**config.mk**
```make
export PLATFORM = sky130hd
export DESIGN_NAME = event_toggle
export DESIGN_NICKNAME = d
export VERILOG_FILES = /design/src/verilog/pcw_board_defs.svh /design/src/verilog/event_toggle.sv
export SDC_FILE = /design/constraint.sdc
export NUM_CORES = 1
export LEC_CHECK = 0
export BUFFER_PORTS_ARGS = -buffer_cell sky130_fd_sc_hd__buf_2
export CAP_MARGIN = 25
export CELL_PAD_IN_SITES_DETAIL_PLACEMENT = 2
export CELL_PAD_IN_SITES_GLOBAL_PLACEMENT = 2
export CORE_AREA = 4 4 41 43
export DETAILED_ROUTE_END_ITERATION = 8
export DIE_AREA = 0 0 45 47
export MAX_ROUTING_LAYER = met4
export PLACE_DENSITY = 0.77
export SYNTH_ARGS = -nofsm -noshare
export SYNTH_HDL_FRONTEND = slang
export SYNTH_SLANG_ARGS = --single-unit
export TNS_END_PERCENT = 50
```
**constraint.sdc**
```tcl
create_clock -name clk_sys -period 1.1 [get_ports clk_sys]
set_clock_uncertainty 0.2 [all_clocks]
set_input_delay 0.165 -clock clk_sys [delete_from_list [all_inputs] [get_ports clk_sys]]
set_output_delay 0.165 -clock clk_sys [all_outputs]
set_load 0.005 [all_outputs]
```
**src/verilog/pcw_board_defs.svh**
```systemverilog
`ifndef PCW_BOARD_DEFS_SVH
`define PCW_BOARD_DEFS_SVH

// Opcode bytes that open a host frame
`define PCW_OP_STATUS 8'h1E
`define PCW_OP_KEY 8'h04
`define PCW_OP_MOUSE 8'h05
`define PCW_OP_SECTOR 8'h20

// Payload bytes that follow each opcode
`define PCW_LEN_STATUS 3'd4 // Status word, least significant byte first
`define PCW_LEN_KEY 3'd2 // Flags, then the scan code
`define PCW_LEN_MOUSE 3'd3 // Flags, x, y
`define PCW_LEN_SECTOR 3'd3 // Address high, address low, data

// Size of the disk sector store in bytes
`define PCW_SECTOR_BYTES 512

// clk_sys cycles per half period of the I2S bit clock
`define PCW_I2S_BCK_DIV 4

`endif

```
**src/verilog/event_toggle.sv**
```systemverilog
module event_toggle #(
	parameter type payload_t = logic [7:0]
) (
	input logic clk_sys,
	input logic reset,
	input logic event_strobe,
	input payload_t event_payload,
	output logic level,
	output payload_t payload
);

	// The core spots a new event by comparing level with its last copy,
	// so two identical events in a row still register as two
	always_ff @(posedge clk_sys) begin
		if (reset)
			level <= 1'b0;
		else if (event_strobe)
			level <= ~level;
	end

	always_ff @(posedge clk_sys) begin
		if (event_strobe)
			payload <= event_payload; // Held until the next event
	end

endmodule

```
==> results.toml, run 1 <==
[detailed_routing]
drc = 0
routed_via_density = 3.59
wl_per_cell_microns = 12.3
drt_iter0_drc = 3
num_vias = 208
first_pass_iters = 2
totalWireLength_microns = 711
ant_nets = 0

[cells_and_area]
nFillCells = 152
drive_above_1_share_pct = 53.5
final_util_pct = 39.2
fin_nets = 55
design_area_sq_um = 510
mostFrequentLayoutCell = "buf_2"
mostFrequentLayoutCells = "buf_2, dlygate4sd3_1, edfxtp_1"
antenna_cells = 0
area_delta_synth_final_pct = 87.2

[placed_design]
place_area_sq_um = 387
place_congestion = 0.665
port_buffers = 19

[timing]
finalSetupViolations = 6
finalCritPeriodShare_pct = 101
slew_headroom_pct = 86.8
finalMaxSlewViolations = 0
max_freq_mhz = 901
hold_ws_ns = 0.0686
finalWorstSetupSlack_ns = -0.00956
tns_ns = -0.0314
final.min_clock_period_ns = 1.11
hold_viol_final = 0
rsz0062_at_grt = "yes"
worstMarginPinSlew_ns = 0.198

[critical_path]
cp.arrival_ns = 0.74
critPathLaunchType = "flop"
critPathSlowestCell = "edfxtp_1"
critical_path_buf_inv_count = 1
cp_cell_sequence = "buf_2"
crit_type = "flop to primary output"
crit_family = "flip-flops"
end_kind = "primary output"
worstPathMaxFanout = 1
slowest_delay_ns = 0.36
cp.required_ns = 0.73

[yosys]
synth_area_sq_um = 273
synth_seq_cells = 9
yosysTopAreaCellShare_pct = 88.1
syn_area_per_cell_sq_um = 24.8
yosysTopAreaCell = "edfxtp_1"
ys_types = 4
netlist_instances = 11
yosysWarnings = 0
ys_seq_area_share_pct = 95.4
synth_fp_nets = 22
synthTopCellsByArea = "edfxtp_1, dfxtp_1, xnor2_1"

[outcome]
violations = "negative setup slack"
outcome = "complete, but fails checks"

[clock_tree]
clockRootBuffer = "clkbuf_4"
cts_tree = "done"
path_clk_slew_ns = 0.06
clkSinkCount = 9
h-tree-depth = 1
clock_latency_ns = 0.25
cts_buffers = 3
clock_path_buffers = 2

[power_and_ir_drop]
vdd_drop_max_mv = 0.578
p_leak_nw = 0.220
power.density_nw_per_um2 = 1460
total_power_mw = 0.745

[global_route]
grt_pass1_vias = 254
overflow = 0
grt_start_max_net_pins = 10
antenna_found_initial = 0
grt_use_total_pct = 8.51
grt_pass1_wl_mm = 1.10

[die]
top_level_ports = 20
core_sq_um = 1300
die_h_microns = 47
num_rows = 13
initial_core_util_pct = 21.0
dieArea_sq_um = 2120
die_width_microns = 45

[hold_path]
worst_hold_path_type = "input pin to flop"

[flow_run]
drv_cap = 0
==> stage by stage <==
step / setup WS (ns) / cells
after global placement: 0.227 / 45
after floorplan: 0.294 / 11
final: -0.00956 / 58
after global routing: -0.0627 / 58
after CTS: -0.0316 / 58
after detailed placement: 0.201 / 45
==> sequential cells by signal, indices dropped and copies added, names as in the netlist <==
| register | flops |
|---|---|
| payload | 8 |
| level | 1 |
==> layer usage <==
metal / vias to the layer above / global-route usage [%] / routed length (microns)
met5: - / - / 0
met4: 0 / 5.26 / 0
met3: 0 / 4.98 / 98
met2: 17 / 13.0 / 358
met1: 87 / 8.24 / 254
li1: 104 / - / -
==> cells in the mapped netlist, drive strengths merged <==
cell / instances
dfxtp: 1
xnor2: 1
edfxtp: 8
nor2: 1
==> worst reg2reg max path: stages (launching register included) <==
cell	delay (ns)
dfxtp_2	0.33
xnor2_1	0.20
nor2_1	0.07
==> power by group <==
part	total, mW	internal (mW)	switching [mW]
sequential	0.412	0.403	0.00861
clock	0.242	0.139	0.103
combinational	0.0909	0.0583	0.0325
total	0.745	0.601	0.144
==> layout make-up <==
cell class                      instances  area (sq um)  share of cell area (%)
Clock buffer                            4          26.3                    5.15
Multi-Input combinational cell          2          12.5                    2.45
Sequential cell                         9           262                    51.2
Tap cell                               15          18.8                    3.68
Timing Repair Buffer                   28           191                    37.5
==> what timing repair did <==
item                                    CTS  global route
hold endpoints to repair                  9             0
buffers inserted                          0             0
hold buffers                              9             0
gates resized for setup                   0             2
endpoints found under the setup margin    8             9
cloned                                    0             0
==> worst paths after layout <==
check,slack [ns],end,start,depth (start not counted)
max,-0.01,payload[0],payload[0],1
min reg2reg,0.37,level,level,2
max reg2reg,0.19,level,level,2
min,0.07,payload[2],event_strobe,1
==> cells by family after synthesis <==
logic type | count (synthesis) | synth area share [%]
XOR/XNOR | 1 | 3.21
flip-flops | 9 | 95.4
AND/OR/NAND/NOR | 1 | 1.37
Power figures use the tool's default switching activity.
==> run 2, diff against run 1 <==
- ABC_AREA: default -> 1
- CORE_AREA: 4 4 41 43 -> default
- CORE_MARGIN: default -> 4
- CORE_UTILIZATION: default -> 21
- DIE_AREA: 0 0 45 47 -> default
- PLACE_DENSITY: 0.77 -> 0.79
==> run 2 against run 1 <==
The flow still finishes with violations (negative setup slack); cell count rose by 3.4%; cell area fell by 0.25%; synthesized area rose by 2.3%; largest power group unchanged; combinational power fell by 7.9%; global-route usage rose by 2.1 points.
==> results.toml, run 2 <==
[power_and_ir_drop]
vdd_drop_max_mv = 0.568
p_seq_share_pct = 55.7
pwr-share-comb_pct = 11.4
clkPwrFrac_pct = 32.9
p_int_mw = 0.593
p_leak_nw = 0.229
total_power_mw = 0.736
power.density_nw_per_um2 = 1450
power_switching_mw = 0.143
swShare_pct = 19.4

[die]
die_h_microns = 44.5
core_sq_um = 1170
dieArea_sq_um = 1980
initial_core_util_pct = 23.8
num_rows = 12
die_width_microns = 44.5
top_level_ports = 20

[yosys]
yosysTopAreaCellShare_pct = 86.1
synthMuxAreaShare_pct = 0
synth_area_sq_um = 279
ys_types = 5
yosysWarnings = 0
synth_edf_count = 8
async_flop_share_pct = 0
yosysTopAreaCell = "edfxtp_1"
yosys.area_share.simple_pct = 5.38
ys.flop_type = "edfxtp_1"
synth_fp_nets = 25
synth.top_cells.by_count = "edfxtp_1, nand2_1, nor2_1"
synth_top_family_by_area = "simple AND/OR/NAND/NOR gates"
yosysMostFrequentCell = "edfxtp_1"
netlist_instances = 14
ys_seq_area_share_pct = 93.3
syn_area_per_cell_sq_um = 19.9
synthTopCellsByArea = "edfxtp_1, dfxtp_1, nand2_1"
synth-compound-area-share_pct = 0
synth_seq_cells = 9
yosys.area_share.adder_pct = 0
synth-xor-area-share_pct = 0

[global_route]
grt_use_total_pct = 10.6
grt_pass1_wl_mm = 1.29
busiest_layer = "met2"
antenna_found_initial = 0
grt_start_max_net_pins = 11
grt_pass1_vias = 281
gr-usage-met1_pct = 8.46
overflow = 0
grtUsageMet2_pct = 18.9
met3_usage_pct = 3.66

[timing]
hold_viol_final = 0
finalCritPeriodShare_pct = 102
max_freq_mhz = 890
rsz0062_at_grt = "yes"
final.min_clock_period_ns = 1.12
slew_headroom_pct = 86.2
worstMarginPinSlew_ns = 0.207
finalSetupViolations = 5
finalWorstSetupSlack_ns = -0.0235
finalMaxSlewViolations = 0

[critical_path]
cp.required_ns = 0.73
reg2reg_slack_ns = 0.33
startpoint = "payload[3]"
worstPathMaxFanout = 1
reg2reg_depth = 3
r2r_end = "level"
cp_cell_sequence = "buf_2"
critPathLaunchType = "flop"
timing.rr.start = "level"
crit_type = "flop to primary output"
crit_family = "flip-flops"
critical_path_buf_inv_count = 1
critPathSlowestCell = "edfxtp_1"
cp.arrival_ns = 0.76
end_kind = "primary output"
slowest_delay_ns = 0.37

[detailed_routing]
wl_per_cell_microns = 13.7
first_pass_iters = 1
ant_nets = 0
drc = 0
routed_via_density = 3.85
totalWireLength_microns = 820
drt_iter0_drc = 0
num_vias = 231

[outcome]
violations = "negative setup slack"
outcome = "complete, but fails checks"

[cells_and_area]
final_cells = 60
design_area_sq_um = 509
reg_top3 = "payload: 8 flops, level: 1 flops"
mostFrequentLayoutCell = "buf_2"
final_util_pct = 43.5
drive_above_1_share_pct = 50.0
fin_nets = 58
area_delta_synth_final_pct = 82.5
antenna_cells = 0
largest_reg_flops = 8
regMostFlops = "payload"
mostFrequentLayoutCells = "buf_2, dlygate4sd3_1, edfxtp_1"

[placed_design]
place_congestion = 0.645
place_area_sq_um = 392
port_buffers = 19
dp_cells = 47

[flow_run]
drv_cap = 0

[clock_tree]
cts_setup_buffers = 0
clock_path_buffers = 2
cts_buffers = 3
cts_tree = "done"
clkSinkCount = 9
clockRootBuffer = "clkbuf_4"
clock_latency_ns = 0.25
path_clk_slew_ns = 0.06
h-tree-depth = 1

[hold_path]
hold_depth = 1
min-delay-start = "event_strobe"
worst_hold_path_type = "input pin to flop"
whs_endpoint = "payload[6]"
run 2: changes by cell type after synthesis, sizes merged:
| cell | before | now |
|---|---|---|
| inv | 0 | 1 |
| nand2 | 0 | 2 |
| nor2 | 1 | 2 |
| xnor2 | 1 | 0 |
run 2: per-stage QoR:
stage | hold WS [ns] | worst slack [ns] | setup TNS, ns
finish | 0.0736 | -0.0235 | -0.0790
global route | 0.0647 | -0.0756 | -0.501
CTS | 0.0615 | -0.0516 | -0.201
detailed placement | 0.144 | 0.207 | 0
global placement | 0.142 | 0.227 | 0
floorplan | 0.0639 | 0.323 | 0
run 2: worst max path at each step:
stage | end | slack [ns] | cells past startpoint
floorplan | level | 0.32 | 3
global placement | payload[1] | 0.23 | 1
detailed placement | payload[3] | 0.21 | 1
CTS | payload[2] | -0.05 | 1
global route | payload[2] | -0.08 | 1
finish | payload[3] | -0.02 | 1
run 2: power by group through the flow:
| stage | combinational [mW] | clock (mW) | sequential (mW) |
|---|---|---|---|
| 4_1_cts | 0.0859 | 0.256 | 0.410 |
| 2_1_floorplan | 0.00454 | 0 | 0.421 |
| 3_3_place_gp | 0.0572 | 0 | 0.414 |
| 6_report | 0.0837 | 0.242 | 0.410 |
| 3_5_place_dp | 0.0599 | 0 | 0.417 |
| 5_1_grt | 0.0925 | 0.280 | 0.414 |
run 2: cell families after synthesis:
logic type | count (synthesis)
AND/OR/NAND/NOR | 4
flip-flops | 9
buffers and inverters | 1
run 2: metal layers:
| metal | routed length (microns) | share of wire, % |
|---|---|---|
| met3 | 62 | 7.6 |
| met4 | 18 | 2.2 |
| met1 | 289 | 35 |
| met5 | 0 | 0 |
| met2 | 450 | 55 |
run 2: cell type report:
type                    count  area (sq um)
repair buffers             28           185
multi-input cells           4          15.0
inverters                   1          3.75
flip-flops and latches      9           262
well taps                  14          17.5
clock buffers               4          26.3
fillers                   127           662
run 2: worst register-to-register path, cell delays in order, from the launching register on:
cell     delay [ns]
dfxtp_2        0.33
nand2_1        0.05
nand2_1        0.06
nor2_1         0.04
run 2: repair_timing:
item | in CTS | in global routing
endpoints found under the hold margin | 9 | 0
gates resized for setup | 0 | 1
endpoints found under the setup margin | 8 | 9
hold buffers | 9 | 0
