==> src/verilog/pcw_board_defs.svh <==
`ifndef PCW_BOARD_DEFS_SVH
`define PCW_BOARD_DEFS_SVH

// Opcode bytes that open a host frame
`define PCW_OP_STATUS 8'h1E
`define PCW_OP_KEY 8'h04
`define PCW_OP_MOUSE 8'h05
`define PCW_OP_SECTOR 8'h20

// Payload bytes that follow each opcode
`define PCW_LEN_STATUS 3'd4 // Status word, least significant byte first
`define PCW_LEN_KEY 3'd2 // Flags, then the scan code
`define PCW_LEN_MOUSE 3'd3 // Flags, x, y
`define PCW_LEN_SECTOR 3'd3 // Address high, address low, data

// Size of the disk sector store in bytes
`define PCW_SECTOR_BYTES 512

// clk_sys cycles per half period of the I2S bit clock
`define PCW_I2S_BCK_DIV 4

`endif

==> src/verilog/audio_i2s.sv <==
`include "pcw_board_defs.svh"

module audio_i2s (
	input logic clk_sys,
	input logic reset,
	input logic [8:0] audio_mix,
	output logic i2s_bck,
	output logic i2s_lrck,
	output logic i2s_data
);

	localparam int DIV_W = $clog2(`PCW_I2S_BCK_DIV + 1);

	logic [DIV_W-1:0] div_cnt;
	logic half_tick;
	logic bck_fall;
	logic [5:0] bit_cnt; // Bit clock position within the 64-slot frame
	logic [5:0] next_cnt;
	logic [15:0] new_sample;
	logic [15:0] sample_q;
	logic [31:0] shreg;

	assign half_tick = (div_cnt == DIV_W'(`PCW_I2S_BCK_DIV - 1));
	assign bck_fall = half_tick & i2s_bck;
	assign next_cnt = bit_cnt + 6'd1;

	// Signed 9-bit mix to offset binary, left aligned in 16 bits
	assign new_sample = {~audio_mix[8], audio_mix[7:0], 7'b0000000};

	assign i2s_data = shreg[31];

	always_ff @(posedge clk_sys) begin
		if (reset) begin
			div_cnt <= '0;
			i2s_bck <= 1'b0;
		end else if (half_tick) begin
			div_cnt <= '0;
			i2s_bck <= ~i2s_bck;
		end else begin
			div_cnt <= div_cnt + 1'b1;
		end
	end

	// Data and word select change on the falling bit clock edge
	always_ff @(posedge clk_sys) begin
		if (reset) begin
			bit_cnt <= 6'd63; // First falling edge opens a fresh frame
			i2s_lrck <= 1'b0;
			shreg <= 32'd0;
		end else if (bck_fall) begin
			bit_cnt <= next_cnt;
			i2s_lrck <= next_cnt[5];
			if (next_cnt[4:0] == 5'd0) begin
				// Slot 0 carries a zero, the MSB follows one bit clock later
				if (next_cnt[5] == 1'b0)
					shreg <= {1'b0, new_sample, 15'd0};
				else
					shreg <= {1'b0, sample_q, 15'd0}; // Right channel repeats the left
			end else begin
				shreg <= {shreg[30:0], 1'b0};
			end
		end
	end

	always_ff @(posedge clk_sys) begin
		if (bck_fall && next_cnt == 6'd0)
			sample_q <= new_sample;
	end

endmodule

==> config.mk <==
export PLATFORM = sky130hd
export DESIGN_NAME = audio_i2s
export DESIGN_NICKNAME = d
export VERILOG_FILES = /design/src/verilog/audio_i2s.sv
export VERILOG_INCLUDE_DIRS = /design/src /design/src/verilog
export SDC_FILE = /design/constraint.sdc
export NUM_CORES = 1
export LEC_CHECK = 0
export ABC_AREA = 1
export BUFFER_PORTS_ARGS = -buffer_cell sky130_fd_sc_hd__clkbuf_2
export CAP_MARGIN = 20
export CORE_ASPECT_RATIO = 1.1
export CORE_MARGIN = 8
export CORE_UTILIZATION = 27
export DETAILED_ROUTE_END_ITERATION = 12
export GPL_TIMING_DRIVEN = 0
export PLACE_DENSITY = 0.52
export SLEW_MARGIN = 10
export SYNTH_ARGS = -nofsm -noshare
export SYNTH_HDL_FRONTEND = slang
export SYNTH_SLANG_ARGS = --single-unit
export TNS_END_PERCENT = 20
==> constraint.sdc <==
create_clock -name clk_sys -period 2.9 [get_ports clk_sys]
set_input_delay 0.435 -clock clk_sys [delete_from_list [all_inputs] [get_ports clk_sys]]
set_output_delay 0.435 -clock clk_sys [all_outputs]
set_load 0.05 [all_outputs]
==> out/results.txt, run 1 <==
sequential area share after synthesis: 48.63%
RSZ-0062 raised after global routing: no
FF+latch count, synth: 30
Via Count: 1164
Root Buffer: clkbuf_8
Die Y: 92.07 um
Post-CTS Setup Bufs: 0
top-count cell post-synth: nand2_1
Num CTS Buffers: 5
RD Place Congestion: 0.7337
largest net degree at the start of global routing: 11
Final Hold Vio Count: 0
clk slew on worst S/H paths: 70 ps
worst-skew pair later-pin latency: 280 ps
max cap viols: 0
Max Used Layer: met4
first-pass GRT wire length: 5071 um
share of async-settable or async-resettable flops after synthesis: 0%
Total Die Area: 7839 um^2
first drt pass iteration count: 4
Critical Path RT: 2880 ps
CP startpoint kind: register
Pleak: 0.8250 nW
Iter 0 DRT Violations: 51
max-slew violation count: 0
dpl hpwl: 2086 um
P per Cell Area: 699.3 nW/um^2
crit path capture type: register
final WL: 2837 um
Overall Global Routing Usage: 8.105%
Setup TNS: 0 ps
initial antenna violation count: 0
Clock Skew: 8.781 ps
most used cell along the critical path: nand2_1
fraction of layout cells with a size suffix above 1: 15.46%
Tmin final: 2279 ps
warnings from Yosys: 0
Port Buf Inserts: 13
clock sinks: 30
Top delay family on crit path: simple AND/OR/NAND/NOR gates
vias in the first global route: 1135
CTS Hold Bufs: 0
cell taking the most area after synthesis: dfxtp_1
status: completed
share of the synthesized area in the top cell type: 29.60%
core area: 5034 um^2
WP data arrival: 2260 ps
Slowest cell on crit path: dfxtp_1
via/cell ratio: 4.392
worst setup slack after layout: 621.3 ps
metal2 WL: 1257 um
M1 wire length: 1489 um
largest buffer count on any clock path: 2
Mapped Cells: 185
Main synth FF type: dfxtp_1
met3 wire len: 48 um
CP max FO: 9
syn_area_per_cell: 7.676 um^2
syn nets: 200
# IOs: 14
nets: 221
num rows: 27
worst-path cell chain: ha_1 -> nand2_1 -> nand2_1 -> nand2_1 -> nor2_1 -> nand2_2 -> nor3_1 -> buf_2
Buffers & Inverters on Critical Path: 1
share of the clock period used by the worst path: 78.58%
top achievable clock speed: 438.8 MHz
ranking of synthesized cells by area: dfxtp_1 30%, edfxtp_1 19%, nand2_1 11%, nor2_1 11%, inv_1 6.6%
H-tree level count: 2
dpl ws: 577.8 ps
most frequent cells after synthesis: 41 x nand2_1, 40 x nor2_1, 25 x inv_1, 21 x dfxtp_1, 13 x nand3_1
max incr delay on CP: 460 ps
WL/cell: 10.71 um
post_cts resized: 0
Post-synth EDFFs: 9
Final ANT Viol Nets: 0
Netlist Area Pre-Place: 1420 um^2
area delta synth->final: 17.36%
worst slew pin tran: 508.2 ps
Initial Utilization: 28.21%
Synth cell types: 22
Hold Crit Class: in2reg
final setup vio count: 0
critical path class: reg2reg
die width: 85.15 um
residual overflow from global routing: 0
Max rail drop VDD: 309.3 uV
# diodes: 0
DRC violations left: 0
CTS tree: yes
Max-slew headroom: 65.86%
-- cell usage in the layout (no fill, tap or decap) --
master     count
inv_1         25
nor2_1        40
nand2_1       41
dfxtp_1       21
nor3_1         1
clkinv_2       2
o22a_1         1
clkinv_1       1
nand3_2        2
clkbuf_1       1
nand2_2        4
clkbuf_2      13
o22ai_1        3
edfxtp_1       9
clkbuf_8       5
o21ai_1        1
a22oi_1        1
o21ai_4        1
nand3_4        1
clkbuf_16      1
buf_2          1
or2_2          1
nand4_1        2
o21ai_0       11
nor2_4         1
ha_1           4
nand3_1       13
-- path summary, 6_finish.rpt --
check	startpoint	end	slack, ps	cells past startpoint
setup / recovery	bit_cnt[0]$_SDFFE_PP1P_	sample_q[11]$_DFFE_PP_	620	8
hold / removal	audio_mix[3]	sample_q[10]$_DFFE_PP_	350	1
setup reg to reg	bit_cnt[0]$_SDFFE_PP1P_	sample_q[11]$_DFFE_PP_	620	8
hold reg to reg	div_cnt[0]$_SDFF_PP0_	div_cnt[0]$_SDFF_PP0_	420	1
-- kinds of logic (layout without fill, tap and decap cells) --
kind of cell             Yosys count  after routing  synth area share [%]
AND/OR/NAND/NOR                  106            106                 32.86
flip-flops                        30             30                 48.63
buffers and inverters             27             49                 7.136
AO/OA/AOI/OAI                     18             18                 7.842
adder cells (fa/ha/maj)            4              4                 3.524
-- per-stage QoR --
step | instance area, um^2 | std cells | total power [W] | util, % | hold WS [ps]
2_1_floorplan | 1420 | 185 | 0.0007157 | - | 396.9
3_3_place_gp | 1558 | 256 | 0.0007974 | 30.95 | 412.5
3_5_place_dp | 1563 | 257 | 0.0007968 | 31.05 | 411.2
4_1_cts | 1667 | 265 | 0.001183 | 33.11 | 334.3
5_1_grt | 1667 | 265 | 0.001249 | 33.11 | 330.2
6_report | 1667 | 265 | 0.001166 | 33.11 | 345.8
-- metal layers --
| metal | up-vias | GRT usage [%] |
|---|---|---|
| met5 | - | 0 |
| met4 | 0 | 5.795 |
| met3 | 2 | 2.141 |
| met2 | 14 | 12.65 |
| met1 | 517 | 9.417 |
| li1 | 631 | - |
-- layout make-up --
class | count | area, um^2
clock buffers | 6 | 93.84
repair buffers | 14 | 70.07
well taps | 58 | 72.57
plain buffers | 1 | 3.754
inverters | 26 | 97.59
multi-input cells | 128 | 628.1
fillers | 543 | 3367
flip-flops and latches | 30 | 690.7
clock inverters | 2 | 10.01
-- flip-flops by register name, summed over array words and instances (netlist names) --
signal    cells
shreg        10
sample_q      9
bit_cnt       6
div_cnt       3
i2s_bck       1
i2s_lrck      1
-- report_power, final --
group	total, W	switching, W	internal, W
registers	0.000455	0.0000113	0.000443
clock network	0.000380	0.000163	0.000218
logic	0.000331	0.000227	0.000104
(Power assumes the default switching activity.)
==> run 2: changes to the inputs <==
clock period = 2.3 ns   (was 2.9 ns; I/O delays follow)
==> run 2 against run 1 <==
Critical path depth stayed put. Critical endpoint unchanged. Via count rose by 0.17%. Global-route usage unchanged. Clock skew is essentially flat. Sequential share of layout area shrank 0.12 points. Setup slack got worse by 430 ps. Die area unchanged. Clock power grew 26%. Maximum frequency is 8.2% higher.
==> out/results.txt, run 2 (same netlist as run 1, synthesis figures left out) <==
Regs by FF count: shreg (10), sample_q (9), bit_cnt (6)
core area: 5034 um^2 (unchanged)
vias in the first global route: 1135 (unchanged)
r2r setup slk: 190 ps (-430 ps)
commonest non-fill, non-tap cell in the layout: nand2_1
final setup vio count: 0 (unchanged)
dpl hpwl: 2086 um (unchanged)
met1 Usage GRT: 9.417% (unchanged)
P per Cell Area: 880.9 nW/um^2 (+26%)
WL/cell: 10.72 um (+0.11%)
H-tree level count: 2 (unchanged)
worst slew pin tran: 447.4 ps (-60.81 ps)
Slowest cell on crit path: dfxtp_1
Iter 0 DRT Violations: 49 (-3.9%)
worst r2r src: bit_cnt[0]$_SDFFE_PP1P_
# diodes: 0 (unchanged)
largest buffer count on any clock path: 2 (unchanged)
Critical Path RT: 2280 ps (-600 ps)
Most Crowded Layer GR: met2
Pleak: 0.8252 nW (about the same)
CP startpoint kind: register
Die Y: 92.07 um (unchanged)
critical path class: reg2reg
dpl ws: -22.25 ps (-600.0 ps)
via/cell ratio: 4.400 (+0.17%)
GRT met2 Usage: 12.65% (unchanged)
residual overflow from global routing: 0 (unchanged)
clock sinks: 30 (unchanged)
RD Place Congestion: 0.7337 (unchanged)
reg2reg path depth: 8 (unchanged)
Overall Global Routing Usage: 8.105% (unchanged)
largest net degree at the start of global routing: 11 (unchanged)
DRC violations left: 0 (unchanged)
most frequent cells in the layout: 41 x nand2_1, 40 x nor2_1, 25 x inv_1
top achievable clock speed: 474.9 MHz (+8.2%)
Max rail drop VDD: 390.0 uV (+26%)
design area: 1672 um^2 (+0.30%)
Final Hold Vio Count: 0 (unchanged)
Total Die Area: 7839 um^2 (unchanged)
crit path capture type: register
initial antenna violation count: 0 (unchanged)
CTS tree: yes
Root Buffer: clkbuf_8
status: completed
clk slew on worst S/H paths: 70 ps (about the same)
Max-slew headroom: 70.07% (+4.2 points)
max FFs per register: 10 (unchanged)
first-pass GRT wire length: 5071 um (unchanged)
# IOs: 14 (unchanged)
Initial Utilization: 28.21% (unchanged)
hold endpoint: sample_q[10]$_DFFE_PP_
r2r endpoint: sample_q[11]$_DFFE_PP_
num rows: 27 (unchanged)
final WL: 2840 um (+0.11%)
max-slew violation count: 0 (unchanged)
Via Count: 1166 (+0.17%)
met3 GRT Util: 2.141% (unchanged)
Final ANT Viol Nets: 0 (unchanged)
Tmin final: 2106 ps (-173.1 ps)
first drt pass iteration count: 4 (unchanged)
area delta synth->final: 17.71%
max cap viols: 0 (unchanged)
fraction of layout cells with a size suffix above 1: 15.94% (+0.48 points)
RSZ-0062 raised after global routing: no
worst-path cell chain: ha_1 -> nand2_1 -> nand2_1 -> nand2_1 -> nor2_1 -> nand2_2 -> nor3_2 -> buf_2
Num CTS Buffers: 5 (unchanged)
CP max FO: 9 (unchanged)
most flop-heavy register: shreg
Hold Crit Class: in2reg
CTS Hold Bufs: 0 (unchanged)
max incr delay on CP: 460 ps (about the same)
Port Buf Inserts: 13 (unchanged)
Min Hold Slack: 255.9 ps (-89.96 ps)
most used cell along the critical path: nand2_1
share of the clock period used by the worst path: 91.55% (+13 points)
Clock Skew: 8.564 ps (-0.2171 ps)
worst setup slack after layout: 194.4 ps (-426.9 ps)
worst-skew pair later-pin latency: 280 ps (about the same)
WHS Path Cells: 1 (unchanged)
Placement Cell Area: 1563 um^2 (unchanged)
Worst Min Path Start: audio_mix[3]
WP data arrival: 2090 ps (-170 ps)
die width: 85.15 um (unchanged)
nets: 221 (unchanged)
==> run 2: cell types whose count changed in the layout (fill, tap and decap cells not counted) <==
cell    previous run  this run
nor3_1             1         0
nor3_2             0         1
==> run 2: metal layers <==
metal	vias up	part of all wire, %
li1	631	-
met1	517	52
met2	16	44
met3	2	2.1
met4	0	1.4
met5	-	0
==> run 2: worst max path at each step <==
stage	from	cells after the start	endpoint	slack, ps
after global placement	bit_cnt[0]$_SDFFE_PP1P_	7	sample_q[12]$_DFFE_PP_	-340
after floorplan	bit_cnt[0]$_SDFFE_PP1P_	7	sample_q[10]$_DFFE_PP_	140
final	bit_cnt[0]$_SDFFE_PP1P_	8	sample_q[11]$_DFFE_PP_	190
after detailed placement	bit_cnt[0]$_SDFFE_PP1P_	8	sample_q[12]$_DFFE_PP_	-20
after CTS	bit_cnt[0]$_SDFFE_PP1P_	8	sample_q[11]$_DFFE_PP_	170
after global routing	bit_cnt[0]$_SDFFE_PP1P_	8	sample_q[11]$_DFFE_PP_	20
==> run 2: cell type report <==
class                      count  area, um^2
buffer                         1       3.754
clock inverter                 2       10.01
sequential                    30       690.7
clock buffer                   6       93.84
fill                         542        3362
inverter                      26       97.59
timing repair buffer          14       70.07
tap                           58       72.57
multi-input combinational    128       633.1
==> run 2: timing repair <==
action / in CTS / in global routing
buffers inserted: 0 / 0
gates resized for setup: 1 / 0
endpoints found under the setup margin: 6 / 0
==> run 2: where the power goes <==
part | total [W] | switching, W | internal (W)
clock network | 0.000479 | 0.000205 | 0.000275
registers | 0.000573 | 0.0000143 | 0.000559
logic | 0.000420 | 0.000289 | 0.000131
==> run 2: metrics by stage <==
step | TNS (ps) | utilization [%] | total power, W | instances
2_1_floorplan | 0 | - | 0.0009024 | 185
3_3_place_gp | -3044 | 30.95 | 0.001005 | 256
3_5_place_dp | -132.2 | 31.05 | 0.001005 | 257
4_1_cts | 0 | 33.21 | 0.001495 | 265
5_1_grt | 0 | 33.21 | 0.001579 | 265
6_report | 0 | 33.21 | 0.001473 | 265
==> run 2: worst max-delay path, delay by kind of cell, from the launching register on <==
family | cells | cell delay, ps
adder cells (fa/ha/maj) | 1 | 260
buffers and inverters | 1 | 250
flip-flops | 1 | 460
AND/OR/NAND/NOR | 6 | 820
