$ cat config.mk
export PLATFORM = sky130hd
export DESIGN_NAME = host_link
export DESIGN_NICKNAME = d
export VERILOG_FILES = /design/src/verilog/pcw_board_pkg.sv /design/src/verilog/host_link.sv
export VERILOG_INCLUDE_DIRS = /design/src /design/src/verilog
export SDC_FILE = /design/constraint.sdc
export NUM_CORES = 1
export LEC_CHECK = 0
export BUFFER_PORTS_ARGS = -buffer_cell sky130_fd_sc_hd__buf_2
export CAP_MARGIN = 0
export CORE_UTILIZATION = 30
export CTS_BUF_LIST = sky130_fd_sc_hd__clkbuf_8 sky130_fd_sc_hd__clkbuf_16
export DETAILED_ROUTE_END_ITERATION = 8
export MAX_ROUTING_LAYER = met4
export PLACE_DENSITY = 0.53
export SYNTH_ARGS = -nofsm -noshare
export SYNTH_HDL_FRONTEND = slang
export SYNTH_SLANG_ARGS = --single-unit
$ cat constraint.sdc
create_clock -name clk_sys -period 3 [get_ports clk_sys]
set_clock_uncertainty 0.15 [all_clocks]
set_input_delay 0.45 -clock clk_sys [delete_from_list [all_inputs] [get_ports clk_sys]]
set_output_delay 0.45 -clock clk_sys [all_outputs]
set_load 0.02 [all_outputs]
$ cat src/verilog/pcw_board_defs.svh
`ifndef PCW_BOARD_DEFS_SVH
`define PCW_BOARD_DEFS_SVH

// Opcode bytes that open a host frame
`define PCW_OP_STATUS 8'h1E
`define PCW_OP_KEY 8'h04
`define PCW_OP_MOUSE 8'h05
`define PCW_OP_SECTOR 8'h20

// Payload bytes that follow each opcode
`define PCW_LEN_STATUS 3'd4 // Status word, least significant byte first
`define PCW_LEN_KEY 3'd2 // Flags, then the scan code
`define PCW_LEN_MOUSE 3'd3 // Flags, x, y
`define PCW_LEN_SECTOR 3'd3 // Address high, address low, data

// Size of the disk sector store in bytes
`define PCW_SECTOR_BYTES 512

// clk_sys cycles per half period of the I2S bit clock
`define PCW_I2S_BCK_DIV 4

`endif

$ cat src/verilog/pcw_board_pkg.sv
package pcw_board_pkg;

	// One byte as it travels on the host link and out of the sector store
	typedef logic [7:0] byte_t;

	// Byte address inside the 512-byte sector
	typedef logic [8:0] sector_addr_t;

	// Key event in the order the core reads it from ps2_key
	typedef struct packed {
		logic pressed;
		logic extended;
		byte_t code;
	} key_payload_t;

	// Mouse event in the order the core reads it from ps2_mouse
	typedef struct packed {
		byte_t y; // Movement since the last event
		byte_t x;
		byte_t flags; // Buttons and sign bits as the host sends them
	} mouse_payload_t;

endpackage

$ cat src/verilog/host_link.sv
`include "pcw_board_defs.svh"

module host_link (
	input logic clk_sys,
	input logic reset,
	input logic host_strobe,
	input pcw_board_pkg::byte_t host_byte,
	output logic [31:0] status,
	output logic core_reset,
	output logic key_strobe,
	output pcw_board_pkg::key_payload_t key_payload,
	output logic mouse_strobe,
	output pcw_board_pkg::mouse_payload_t mouse_payload,
	output logic wr_strobe,
	output pcw_board_pkg::sector_addr_t wr_addr,
	output pcw_board_pkg::byte_t wr_data
);
	import pcw_board_pkg::*;

	byte_t opcode;
	logic in_frame;
	logic [2:0] count; // Payload bytes taken so far
	logic [31:0] shift;
	logic [31:0] frame_data;
	logic [2:0] frame_len;
	logic last_byte;

	// Payload length of an opcode, zero when the opcode is not known
	function automatic logic [2:0] len_of(byte_t op);
		case (op)
			`PCW_OP_STATUS: len_of = `PCW_LEN_STATUS;
			`PCW_OP_KEY: len_of = `PCW_LEN_KEY;
			`PCW_OP_MOUSE: len_of = `PCW_LEN_MOUSE;
			`PCW_OP_SECTOR: len_of = `PCW_LEN_SECTOR;
			default: len_of = 3'd0;
		endcase
	endfunction

	// New bytes enter at the top so the first byte ends up lowest
	assign frame_data = {host_byte, shift[31:8]};
	assign frame_len = len_of(opcode);
	assign last_byte = host_strobe & in_frame & (count == frame_len - 3'd1);

	always_ff @(posedge clk_sys) begin
		if (reset) begin
			opcode <= '0;
			in_frame <= 1'b0;
			count <= 3'd0;
			status <= 32'd0;
			core_reset <= 1'b1; // Core stays in reset until the host sends a status word
			key_strobe <= 1'b0;
			mouse_strobe <= 1'b0;
			wr_strobe <= 1'b0;
		end else begin
			key_strobe <= 1'b0;
			mouse_strobe <= 1'b0;
			wr_strobe <= 1'b0;
			if (host_strobe) begin
				if (!in_frame) begin
					if (len_of(host_byte) != 3'd0) begin // An unknown opcode is simply skipped
						opcode <= host_byte;
						in_frame <= 1'b1;
						count <= 3'd0;
					end
				end else if (last_byte) begin
					in_frame <= 1'b0;
					case (opcode)
						`PCW_OP_STATUS: begin
							status <= frame_data;
							core_reset <= frame_data[0];
						end
						`PCW_OP_KEY: key_strobe <= 1'b1;
						`PCW_OP_MOUSE: mouse_strobe <= 1'b1;
						`PCW_OP_SECTOR: wr_strobe <= 1'b1;
						default: in_frame <= 1'b0;
					endcase
				end else begin
					count <= count + 3'd1;
				end
			end
		end
	end

	always_ff @(posedge clk_sys) begin
		if (host_strobe && in_frame)
			shift <= frame_data;
		if (last_byte) begin
			// Key frame leaves the code on top and the flags byte below it
			key_payload <= '{pressed: frame_data[17], extended: frame_data[16],
				code: frame_data[31:24]};
			mouse_payload <= '{y: frame_data[31:24], x: frame_data[23:16],
				flags: frame_data[15:8]};
			wr_addr <= {frame_data[8], frame_data[23:16]};
			wr_data <= frame_data[31:24];
		end
	end

	a_one_command: assert property (@(posedge clk_sys) disable iff (reset)
		$onehot0({key_strobe, mouse_strobe, wr_strobe}));

endmodule

==> flow_summary.toml, run 1 <==
[logic_synthesis]
ys_ff_latch = 96
async_flop_share_pct = 0
synthDistinctLibCells = 38
yosys.area.top_type = "edfxtp_1"
yosysWarnings = 0
postSynthCellCount = 317
synth-main-ff-cell = "edfxtp_1"
yosys.area.top_type_share_pct = 37.7
synth_nets = 330
synthTopCellsByArea = "edfxtp_1 38%, dfxtp_1 25%, o31ai_1 6.5%"
synth_area_mm2 = 0.00382
synth-edff-count = 48
yosysSeqAreaShare_pct = 62.8
avgSynthCellArea_um2 = 12.1

[finish]
final_common_cell = "buf_2"
multi_input_area_mm2 = 0.00117
syn2layout_area_growth_pct = 24.7
seqCellArea_mm2 = 0.00240
final_cell_mix = "97 x buf_2, 48 x dfxtp_1, 48 x edfxtp_1"
utilization_pct = 39.0
fin_nets = 410
drive_gt1_share_pct = 38.1
fillers = 1189
n_antenna_cell = 0
fin_area_mm2 = 0.00477

[cts]
hold_buffers = 0
numCtsBuffers = 9
clock_sinks = 96
clkSlewWorstSetupHoldPaths_ns = 0.07
cts_buffer_depth = 2
cts-root-buf = "clkbuf_16"
clk_latency_ns = 0.35
cts_max_level = 3
tritoncts = "built"

[critical_path]
required_ns = 2.96
endpoint = "mouse_payload[14]"
crit_chain = "or3_4, or2_4, a21o_1, ha_1, xor2_1, and3_1, mux2_4, nand2_4, clkinvlp_4, buf_12"
rrSetupSlack_ns = 0.11
cp_slowest_cell = "or3_4"
end_kind = "register"
max_stage_delay_ns = 0.40
path_buf_inv = 2
rr_endpoint = "mouse_payload[14]"
crit_family = "simple AND/OR/NAND/NOR gates"
path_depth = 10
worstReg2RegStart = "opcode[3]"
path_max_fanout = 24
worstPathArrival_ns = 2.85
crit_type = "register to register"
r2r_cells = 10
cp-startpoint = "opcode[3]"
start_kind = "register"

[route]
drt_first_iter_violations = 187
dr_total_vias = 2737
drcViolationCount = 0
post_drt_wl_per_cell_um = 16.1
drt_wl_total_um = 9200
first_pass_iters = 4
viasPerCell = 4.80
antenna_left = 0

[global_routing]
grt_use_total_pct = 14.7
overflow = 0
antenna_found_initial = 0
grt_pass1_vias = 2574
grt_max_degree = 34
grt_first_pass_wirelength_um = 14100

[floorplan]
fp.dieW_um = 115
start_util_pct = 31.3
die_h_um = 115
die_area_mm2 = 0.0132
io_pins = 98
core_area_mm2 = 0.0122
core.rowCount = 40

[timing]
finalCritPeriodShare_pct = 96.4
maxSlewHeadroom_pct = 62.7
setup_viol = 0
tightest_slew_ns = 0.560
fmax_mhz = 346
grt_setup_unrepaired = "yes"
final.setup.tns_ns = 0
setup_ws_ns = 0.107
drv_slew = 0
fin_crit_ns = 2.89
hold_viol = 0

[place]
postPlaceCellArea_mm2 = 0.00447
port_buffers = 97
routabilityCongestion = 0.821
dp_hpwl_um = 6280
pre_cts_slack_ns = 0.0481

[power_and_ir_drop]
irDropWorstVdd_uv = 273
power_density_mw_per_mm2 = 527
power.leakage_uw = 0.00178
total_power_uw = 2510

[min_path]
hold_path.class = "primary input to register"

[outcome]
status = "finished, final reports clean"

[flow_run]
cap_violations = 0
-- kinds of logic (layout without fill, tap and decap cells) --
family	count (synthesis)	count (layout)	share of synthesized area (%)
flops	96	96	62.8
mux	11	11	2.91
fa+ha+maj	2	2	0.654
compound gates	74	74	12.9
simple gates	75	75	11.4
xor+xnor	3	3	0.883
buf+inv	56	141	8.41
-- worst reg2reg max path, stage by stage, from the launching register on --
cell,delay [ns]
dfxtp_1,0.34
or3_4,0.40
or2_4,0.25
a21o_1,0.16
ha_1,0.29
xor2_1,0.15
and3_1,0.22
mux2_4,0.31
nand2_4,0.10
clkinvlp_4,0.09
buf_12,0.17
-- sequential cells by signal, indices dropped and copies added (netlist names), 3 cells and up --
register,flops
wr_data,8
shift,24
opcode,8
mouse_payload,15
status,32
count,3
-- per-layer routing --
metal	vias to the layer above	global-route usage [%]	wire length, um
met2	96	23.5	4490
li1	1343	-	-
met4	0	5.97	163
met3	15	2.64	469
met1	1283	18.4	4080
met5	-	-	0
-- final cells by class --
| class | count | area share (%) |
|---|---|---|
| clock buffer | 9 | 4.72 |
| inverter | 6 | 0.551 |
| sequential | 96 | 50.4 |
| multi-input combinational | 165 | 24.5 |
| tap | 168 | 4.41 |
| timing repair buffer | 119 | 14.2 |
| clock inverter | 7 | 1.26 |
-- power breakdown --
part	leakage (uW)	internal [uW]	switching, uW
logic	0.000822	11.1	28.9
clock network	0.000143	580	526
registers	0.000818	1370	1.08
total	0.00178	1960	556
-- cells in the mapped netlist (2+ instances only) --
cell type and n:
dfxtp_1 48, edfxtp_1 48, a21oi_1 33, o31ai_1 33, nand4_1 32, buf_4 27
clkbuf_1 15, mux2i_1 10, nor2_1 10, buf_2 8, inv_1 6, nand2_1 6
nor3_1 5, nor4_1 3, and2_1 2, and3_1 2, ha_1 2, nand2b_1 2
nand3_1 2, o211ai_1 2, or2_2 2, or3_1 2, or3b_1 2
-- metrics by stage --
| stage | hold slack [ns] | instances |
|---|---|---|
| 3_5_place_dp | 0.286 | 554 |
| 4_1_cts | 0.173 | 570 |
| 2_1_floorplan | 0.271 | 317 |
| 6_report | 0.179 | 570 |
| 5_1_grt | 0.182 | 570 |
| 3_3_place_gp | 0.285 | 554 |
-- how the worst min path moves through the flow --
stage / from / endpoint / depth (start not counted)
6_report: host_byte[6] / shift[30] / 1
5_1_grt: host_byte[7] / shift[31] / 1
4_1_cts: host_byte[6] / shift[30] / 1
3_5_place_dp: opcode[6] / opcode[6] / 1
3_3_place_gp: opcode[6] / opcode[6] / 1
2_1_floorplan: opcode[6] / opcode[6] / 1
-- timing repair --
item                                    in CTS  in global routing
endpoints found under the setup margin       0                 61
resized for setup                            0                  3
setup buffers                                0                  0
Note: power is estimated with default switching activity, not from simulation.
==> inputs of run 2 (changes only) <==
--- a/config.mk
+++ b/config.mk
@@ -6,10 +6,11 @@
 export SDC_FILE = /design/constraint.sdc
 export NUM_CORES = 1
 export LEC_CHECK = 0
+export ABC_AREA = 1
 export BUFFER_PORTS_ARGS = -buffer_cell sky130_fd_sc_hd__buf_2
 export CAP_MARGIN = 0
 export CORE_UTILIZATION = 30
-export CTS_BUF_LIST = sky130_fd_sc_hd__clkbuf_8 sky130_fd_sc_hd__clkbuf_16
+export CTS_BUF_LIST = sky130_fd_sc_hd__clkbuf_4 sky130_fd_sc_hd__clkbuf_8 sky130_fd_sc_hd__clkbuf_16
 export DETAILED_ROUTE_END_ITERATION = 8
 export MAX_ROUTING_LAYER = met4
 export PLACE_DENSITY = 0.53
==> run 2 against run 1 <==
Worst hold slack better by 0.017 ns. Final cell count is 13% higher. First-iteration DRC count decreased by 33%. Sequential share of layout area up 1.4 points. Global-route usage is 2.3 points lower. Design area down 2.7%. Largest power group unchanged. Count of clock-buffer cells in the layout rose by 2. Largest cell class unchanged. Synthesized area fell by 0.69%. Synthesized cell count is 26% higher.
==> flow_summary.toml, run 2 <==
[logic_synthesis]
async_flop_share_pct = 0
ys_ff_latch = 96
synth.most_common_cell = "nand2_1"
avgSynthCellArea_um2 = 9.54
synth-main-ff-cell = "edfxtp_1"
synthTopCellsByArea = "edfxtp_1 38%, dfxtp_1 25%, nand2_1 8.8%"
synth_area_mm2 = 0.00380
synthDistinctLibCells = 22
yosysSeqAreaShare_pct = 63.2
synth-edff-count = 48
postSynthCellCount = 398
synth_nets = 411
synth_common_cells = "89 x nand2_1, 83 x nor2_1, 50 x inv_1, 48 x dfxtp_1, 48 x edfxtp_1"
yosys.area.top_type = "edfxtp_1"
yosys.area.top_type_share_pct = 37.9
yosysWarnings = 0

[finish]
syn2layout_area_growth_pct = 22.1
reg_top3 = "status (32), shift (24), mouse_payload (15)"
seqCellArea_mm2 = 0.00240
utilization_pct = 38.1
final_common_cell = "buf_2"
multi_input_area_um2 = 920
n_antenna_cell = 0
fillers = 1241
drive_gt1_share_pct = 27.6
fin_nets = 486
largest_register_ffs = 32
regMostFlops = "status"
final_cell_mix = "97 x buf_2, 89 x nand2_1, 82 x nor2_1"

[min_path]
whs_endpoint = "wr_data[7]"
hold_path.class = "primary input to register"
holdPathStages = 1
worstHoldStart = "host_byte[7]"

[critical_path]
start_kind = "register"
worstReg2RegStart = "opcode[0]"
crit_type = "register to register"
end_kind = "register"
rr_endpoint = "mouse_payload[12]"
required_ns = 2.87
path_max_fanout = 15
cp-startpoint = "opcode[0]"
rrSetupSlack_ns = 0.45
r2r_cells = 12
worstPathArrival_ns = 2.43

[cts]
cts_buffer_depth = 2
tritoncts = "built"
cts-root-buf = "clkbuf_16"
clk_latency_ns = 0.33
clock_sinks = 96
cts_max_level = 3
post_cts_resized = 0
clkSlewWorstSetupHoldPaths_ns = 0.07
cts_setup_buffers = 0
hold_buffers = 0
numCtsBuffers = 9

[route]
drcViolationCount = 0
drt_wl_total_um = 7460
first_pass_iters = 4
dr_total_vias = 2565
post_drt_wl_per_cell_um = 11.5
viasPerCell = 3.97
drt_first_iter_violations = 126
antenna_left = 0

[global_routing]
met2_usage_pct = 20.2
grt_max_degree = 65
antenna_found_initial = 0
grt_pass1_vias = 2360
grt_busiest_layer = "met2"
overflow = 0
grt_use_total_pct = 12.4
grtUsageMet3_pct = 2.59
grt_first_pass_wirelength_um = 11700
grtUsageMet1_pct = 14.5

[timing]
grt_setup_unrepaired = "no"
final.setup.tns_ns = 0
tightest_slew_ns = 0.647
fin_crit_ns = 2.55
hold_viol = 0
setup_viol = 0
finalCritPeriodShare_pct = 85.1
maxSlewHeadroom_pct = 56.9
fmax_mhz = 392
drv_slew = 0

[power_and_ir_drop]
power_density_mw_per_mm2 = 591
irDropWorstVdd_uv = 220
power.leakage_uw = 0.00220
total_power_uw = 2740

[floorplan]
core.rowCount = 40
die_h_um = 115
fp.dieW_um = 115
io_pins = 98
core_area_mm2 = 0.0122
die_area_mm2 = 0.0131
start_util_pct = 31.2

[place]
dp_hpwl_um = 5070
port_buffers = 97
routabilityCongestion = 0.797

[flow_run]
cap_violations = 0

[outcome]
status = "finished, final reports clean"
## run 2: logic make-up after synthesis
logic type,count (synthesis),synth area share (%)
buffers and inverters,92,12.7
xor gates and xnor gates,2,0.461
adders and majority gates,2,0.659
AOI/OAI and AO/OA,16,2.11
DFF,96,63.2
and+or+nand+nor,190,20.8
## run 2: critical path, stage by stage (launching register included)
cell and delay (ns):
dfxtp_1 0.32, inv_2 0.06, nand2_1 0.08, nor4_4 0.38
inv_1 0.08, ha_1 0.30, xnor2_1 0.14, nor2_1 0.09
nand2_1 0.09, nor2_4 0.13, inv_1 0.08, nor2_4 0.11
buf_4 0.23
## run 2: metrics by stage
step / cell area [um2] / cells / hold WS (ns) / setup WS, ns
finish: 4640 / 646 / 0.197 / 0.447
global placement: 4280 / 630 / 0.284 / 0.527
CTS: 4640 / 646 / 0.184 / 0.419
detailed placement: 4280 / 630 / 0.288 / 0.452
floorplan: 3800 / 398 / 0.274 / 0.170
global route: 4640 / 646 / 0.190 / 0.252
## run 2: layout make-up
cell class | instances | area share [%]
clock inverter | 5 | 2.21
multi-input combinational | 210 | 19.8
sequential | 96 | 51.8
clock buffer | 11 | 5.45
timing repair buffer | 102 | 11.8
tap | 168 | 4.53
inverter | 54 | 4.37
## run 2: how the worst max path moves through the flow
stage | endpoint | slack (ns) | cells past startpoint
floorplan | status[0] | 0.17 | 13
global placement | mouse_payload[7] | 0.53 | 12
detailed placement | mouse_payload[14] | 0.45 | 12
CTS | mouse_payload[6] | 0.42 | 12
global route | mouse_payload[3] | 0.25 | 12
finish | mouse_payload[12] | 0.45 | 12
## run 2: where the power goes
group	leakage (uW)	internal (uW)	switching (uW)
sequential	0.000818	1370	1.81
combinational	0.00121	13.2	30.5
clock	0.000172	858	465
total	0.00220	2240	497
## run 2: per-layer routing
metal / vias up / share of wire, %
met5: - / 0
met3: 5 / 3.5
li1: 1343 / -
met4: 0 / 1.0
met2: 51 / 49
met1: 1166 / 46
==> inputs of run 3 (changes only) <==
--- a/config.mk
+++ b/config.mk
@@ -7,7 +7,7 @@
 export NUM_CORES = 1
 export LEC_CHECK = 0
 export ABC_AREA = 1
-export BUFFER_PORTS_ARGS = -buffer_cell sky130_fd_sc_hd__buf_2
+export BUFFER_PORTS_ARGS = -buffer_cell sky130_fd_sc_hd__clkbuf_2
 export CAP_MARGIN = 0
 export CORE_UTILIZATION = 30
 export CTS_BUF_LIST = sky130_fd_sc_hd__clkbuf_4 sky130_fd_sc_hd__clkbuf_8 sky130_fd_sc_hd__clkbuf_16
==> run 3 against run 2 <==
Combinational power is 3% lower. First-iteration DRC count up 29%. Final cell count grew 0.15%. Sequential share of layout area grew 0.42 points. Routed wire length rose by 1.2%. Critical endpoint is now status[2]. Largest cell class unchanged. Highest routed layer unchanged.
==> flow_summary.toml, run 3 (synthesized netlist as in run 2, its figures left out) <==
[finish]
final_cells = 647
n_antenna_cell = 0
regMostFlops = "status"
final_cell_mix = "97 x clkbuf_2, 89 x nand2_1, 82 x nor2_1"
fin_nets = 487
utilization_pct = 37.8
reg_top3 = "status (32), shift (24), mouse_payload (15)"
final_common_cell = "clkbuf_2"
largest_register_ffs = 32
syn2layout_area_growth_pct = 21.1
drive_gt1_share_pct = 27.3

[cts]
clock_sinks = 96
cts_buffer_depth = 2
clk_latency_ns = 0.34
tritoncts = "built"
clkSlewWorstSetupHoldPaths_ns = 0.07
cts-root-buf = "clkbuf_16"
hold_buffers = 0
cts_setup_buffers = 0
numCtsBuffers = 9
cts_max_level = 3
post_cts_resized = 0

[route]
post_drt_wl_per_cell_um = 11.7
viasPerCell = 4.03
drcViolationCount = 0
drt_wl_total_um = 7550
dr_total_vias = 2606
first_pass_iters = 4
drt_first_iter_violations = 163
antenna_left = 0

[floorplan]
io_pins = 98
start_util_pct = 31.2
core.rowCount = 40
fp.dieW_um = 115
core_area_mm2 = 0.0122
die_area_mm2 = 0.0131
die_h_um = 115

[timing]
grt_setup_unrepaired = "no"
hold_viol = 0
drv_slew = 0
final.setup.tns_ns = 0
setup_viol = 0
fmax_mhz = 369
finalCritPeriodShare_pct = 90.4
tightest_slew_ns = 0.714
fin_crit_ns = 2.71
maxSlewHeadroom_pct = 52.4

[power_and_ir_drop]
power.leakage_uw = 0.00216
power_density_mw_per_mm2 = 583
irDropWorstVdd_uv = 258

[critical_path]
end_kind = "register"
path_max_fanout = 64
start_kind = "register"
crit_type = "register to register"
worstPathArrival_ns = 2.80
required_ns = 3.08

[global_routing]
overflow = 0
antenna_found_initial = 0
grt_first_pass_wirelength_um = 11800
grt_pass1_vias = 2345
grt_max_degree = 65
grt_use_total_pct = 12.7

[place]
routabilityCongestion = 0.754
dp_hpwl_um = 5060
port_buffers = 97
post-place-cells = 631

[flow_run]
cap_violations = 0

[min_path]
hold_path.class = "primary input to register"

[outcome]
status = "finished, final reports clean"
==> run 3: cell count changes in the layout (fill, tap and decap cells not counted), sizes merged <==
cell and delta:
clkbuf +95, buf -96, clkinv +2
==> run 3: power breakdown <==
| part | leakage (uW) | total, uW | switching, uW | internal, uW |
|---|---|---|---|---|
| combinational | 0.00118 | 42.5 | 30.3 | 12.2 |
| sequential | 0.000818 | 1370 | 1.83 | 1370 |
| clock | 0.000161 | 1270 | 462 | 806 |
| total | 0.00216 | 2680 | 494 | 2190 |
==> run 3: critical path, cell delays in order, from the launching register on <==
cell and delay [ns]:
dfxtp_1 0.32, inv_2 0.06, nand2_1 0.09, nor4_4 0.39, inv_1 0.10, ha_1 0.30
xnor2_1 0.14, nor2_1 0.06, nand2_1 0.11, nor2_4 0.06, nand4_4 0.06, buf_4 0.50
nand2_1 0.11, nand2_1 0.09, nor2_1 0.05
==> run 3: final timing paths <==
path	startpoint	slack, ns	cells past startpoint	end
setup / recovery	opcode[0]	0.29	14	status[2]
hold / removal	host_byte[6]	0.19	1	shift[30]
setup reg to reg	opcode[0]	0.29	14	status[2]
hold reg to reg	opcode[6]	0.29	2	opcode[6]
==> run 3: area by class of cell <==
| type | instances | area (um2) |
|---|---|---|
| inverters | 54 | 203 |
| clock inverters | 7 | 110 |
| flip-flops and latches | 96 | 2400 |
| clock buffers | 9 | 225 |
| repair buffers | 103 | 531 |
| well taps | 168 | 210 |
| fillers | 1203 | 7560 |
| multi-input cells | 210 | 920 |
==> run 3: through the flow <==
stage	cell area [um2]	power, uW	hold slack [ns]	setup WS (ns)
after floorplan	3800	1420	0.274	0.170
after global placement	4270	1440	0.282	0.451
after detailed placement	4270	1440	0.286	0.333
after CTS	4600	2720	0.182	0.277
after global routing	4600	2790	0.187	0.0463
final	4600	2680	0.189	0.287
==> run 3: metal layers <==
layer	vias to the layer above	track usage [%]	wire (um)
met1	1184	15.3	3540
met5	-	-	0
li1	1352	-	-
met4	0	6.75	163
met2	59	19.6	3540
met3	11	3.34	308
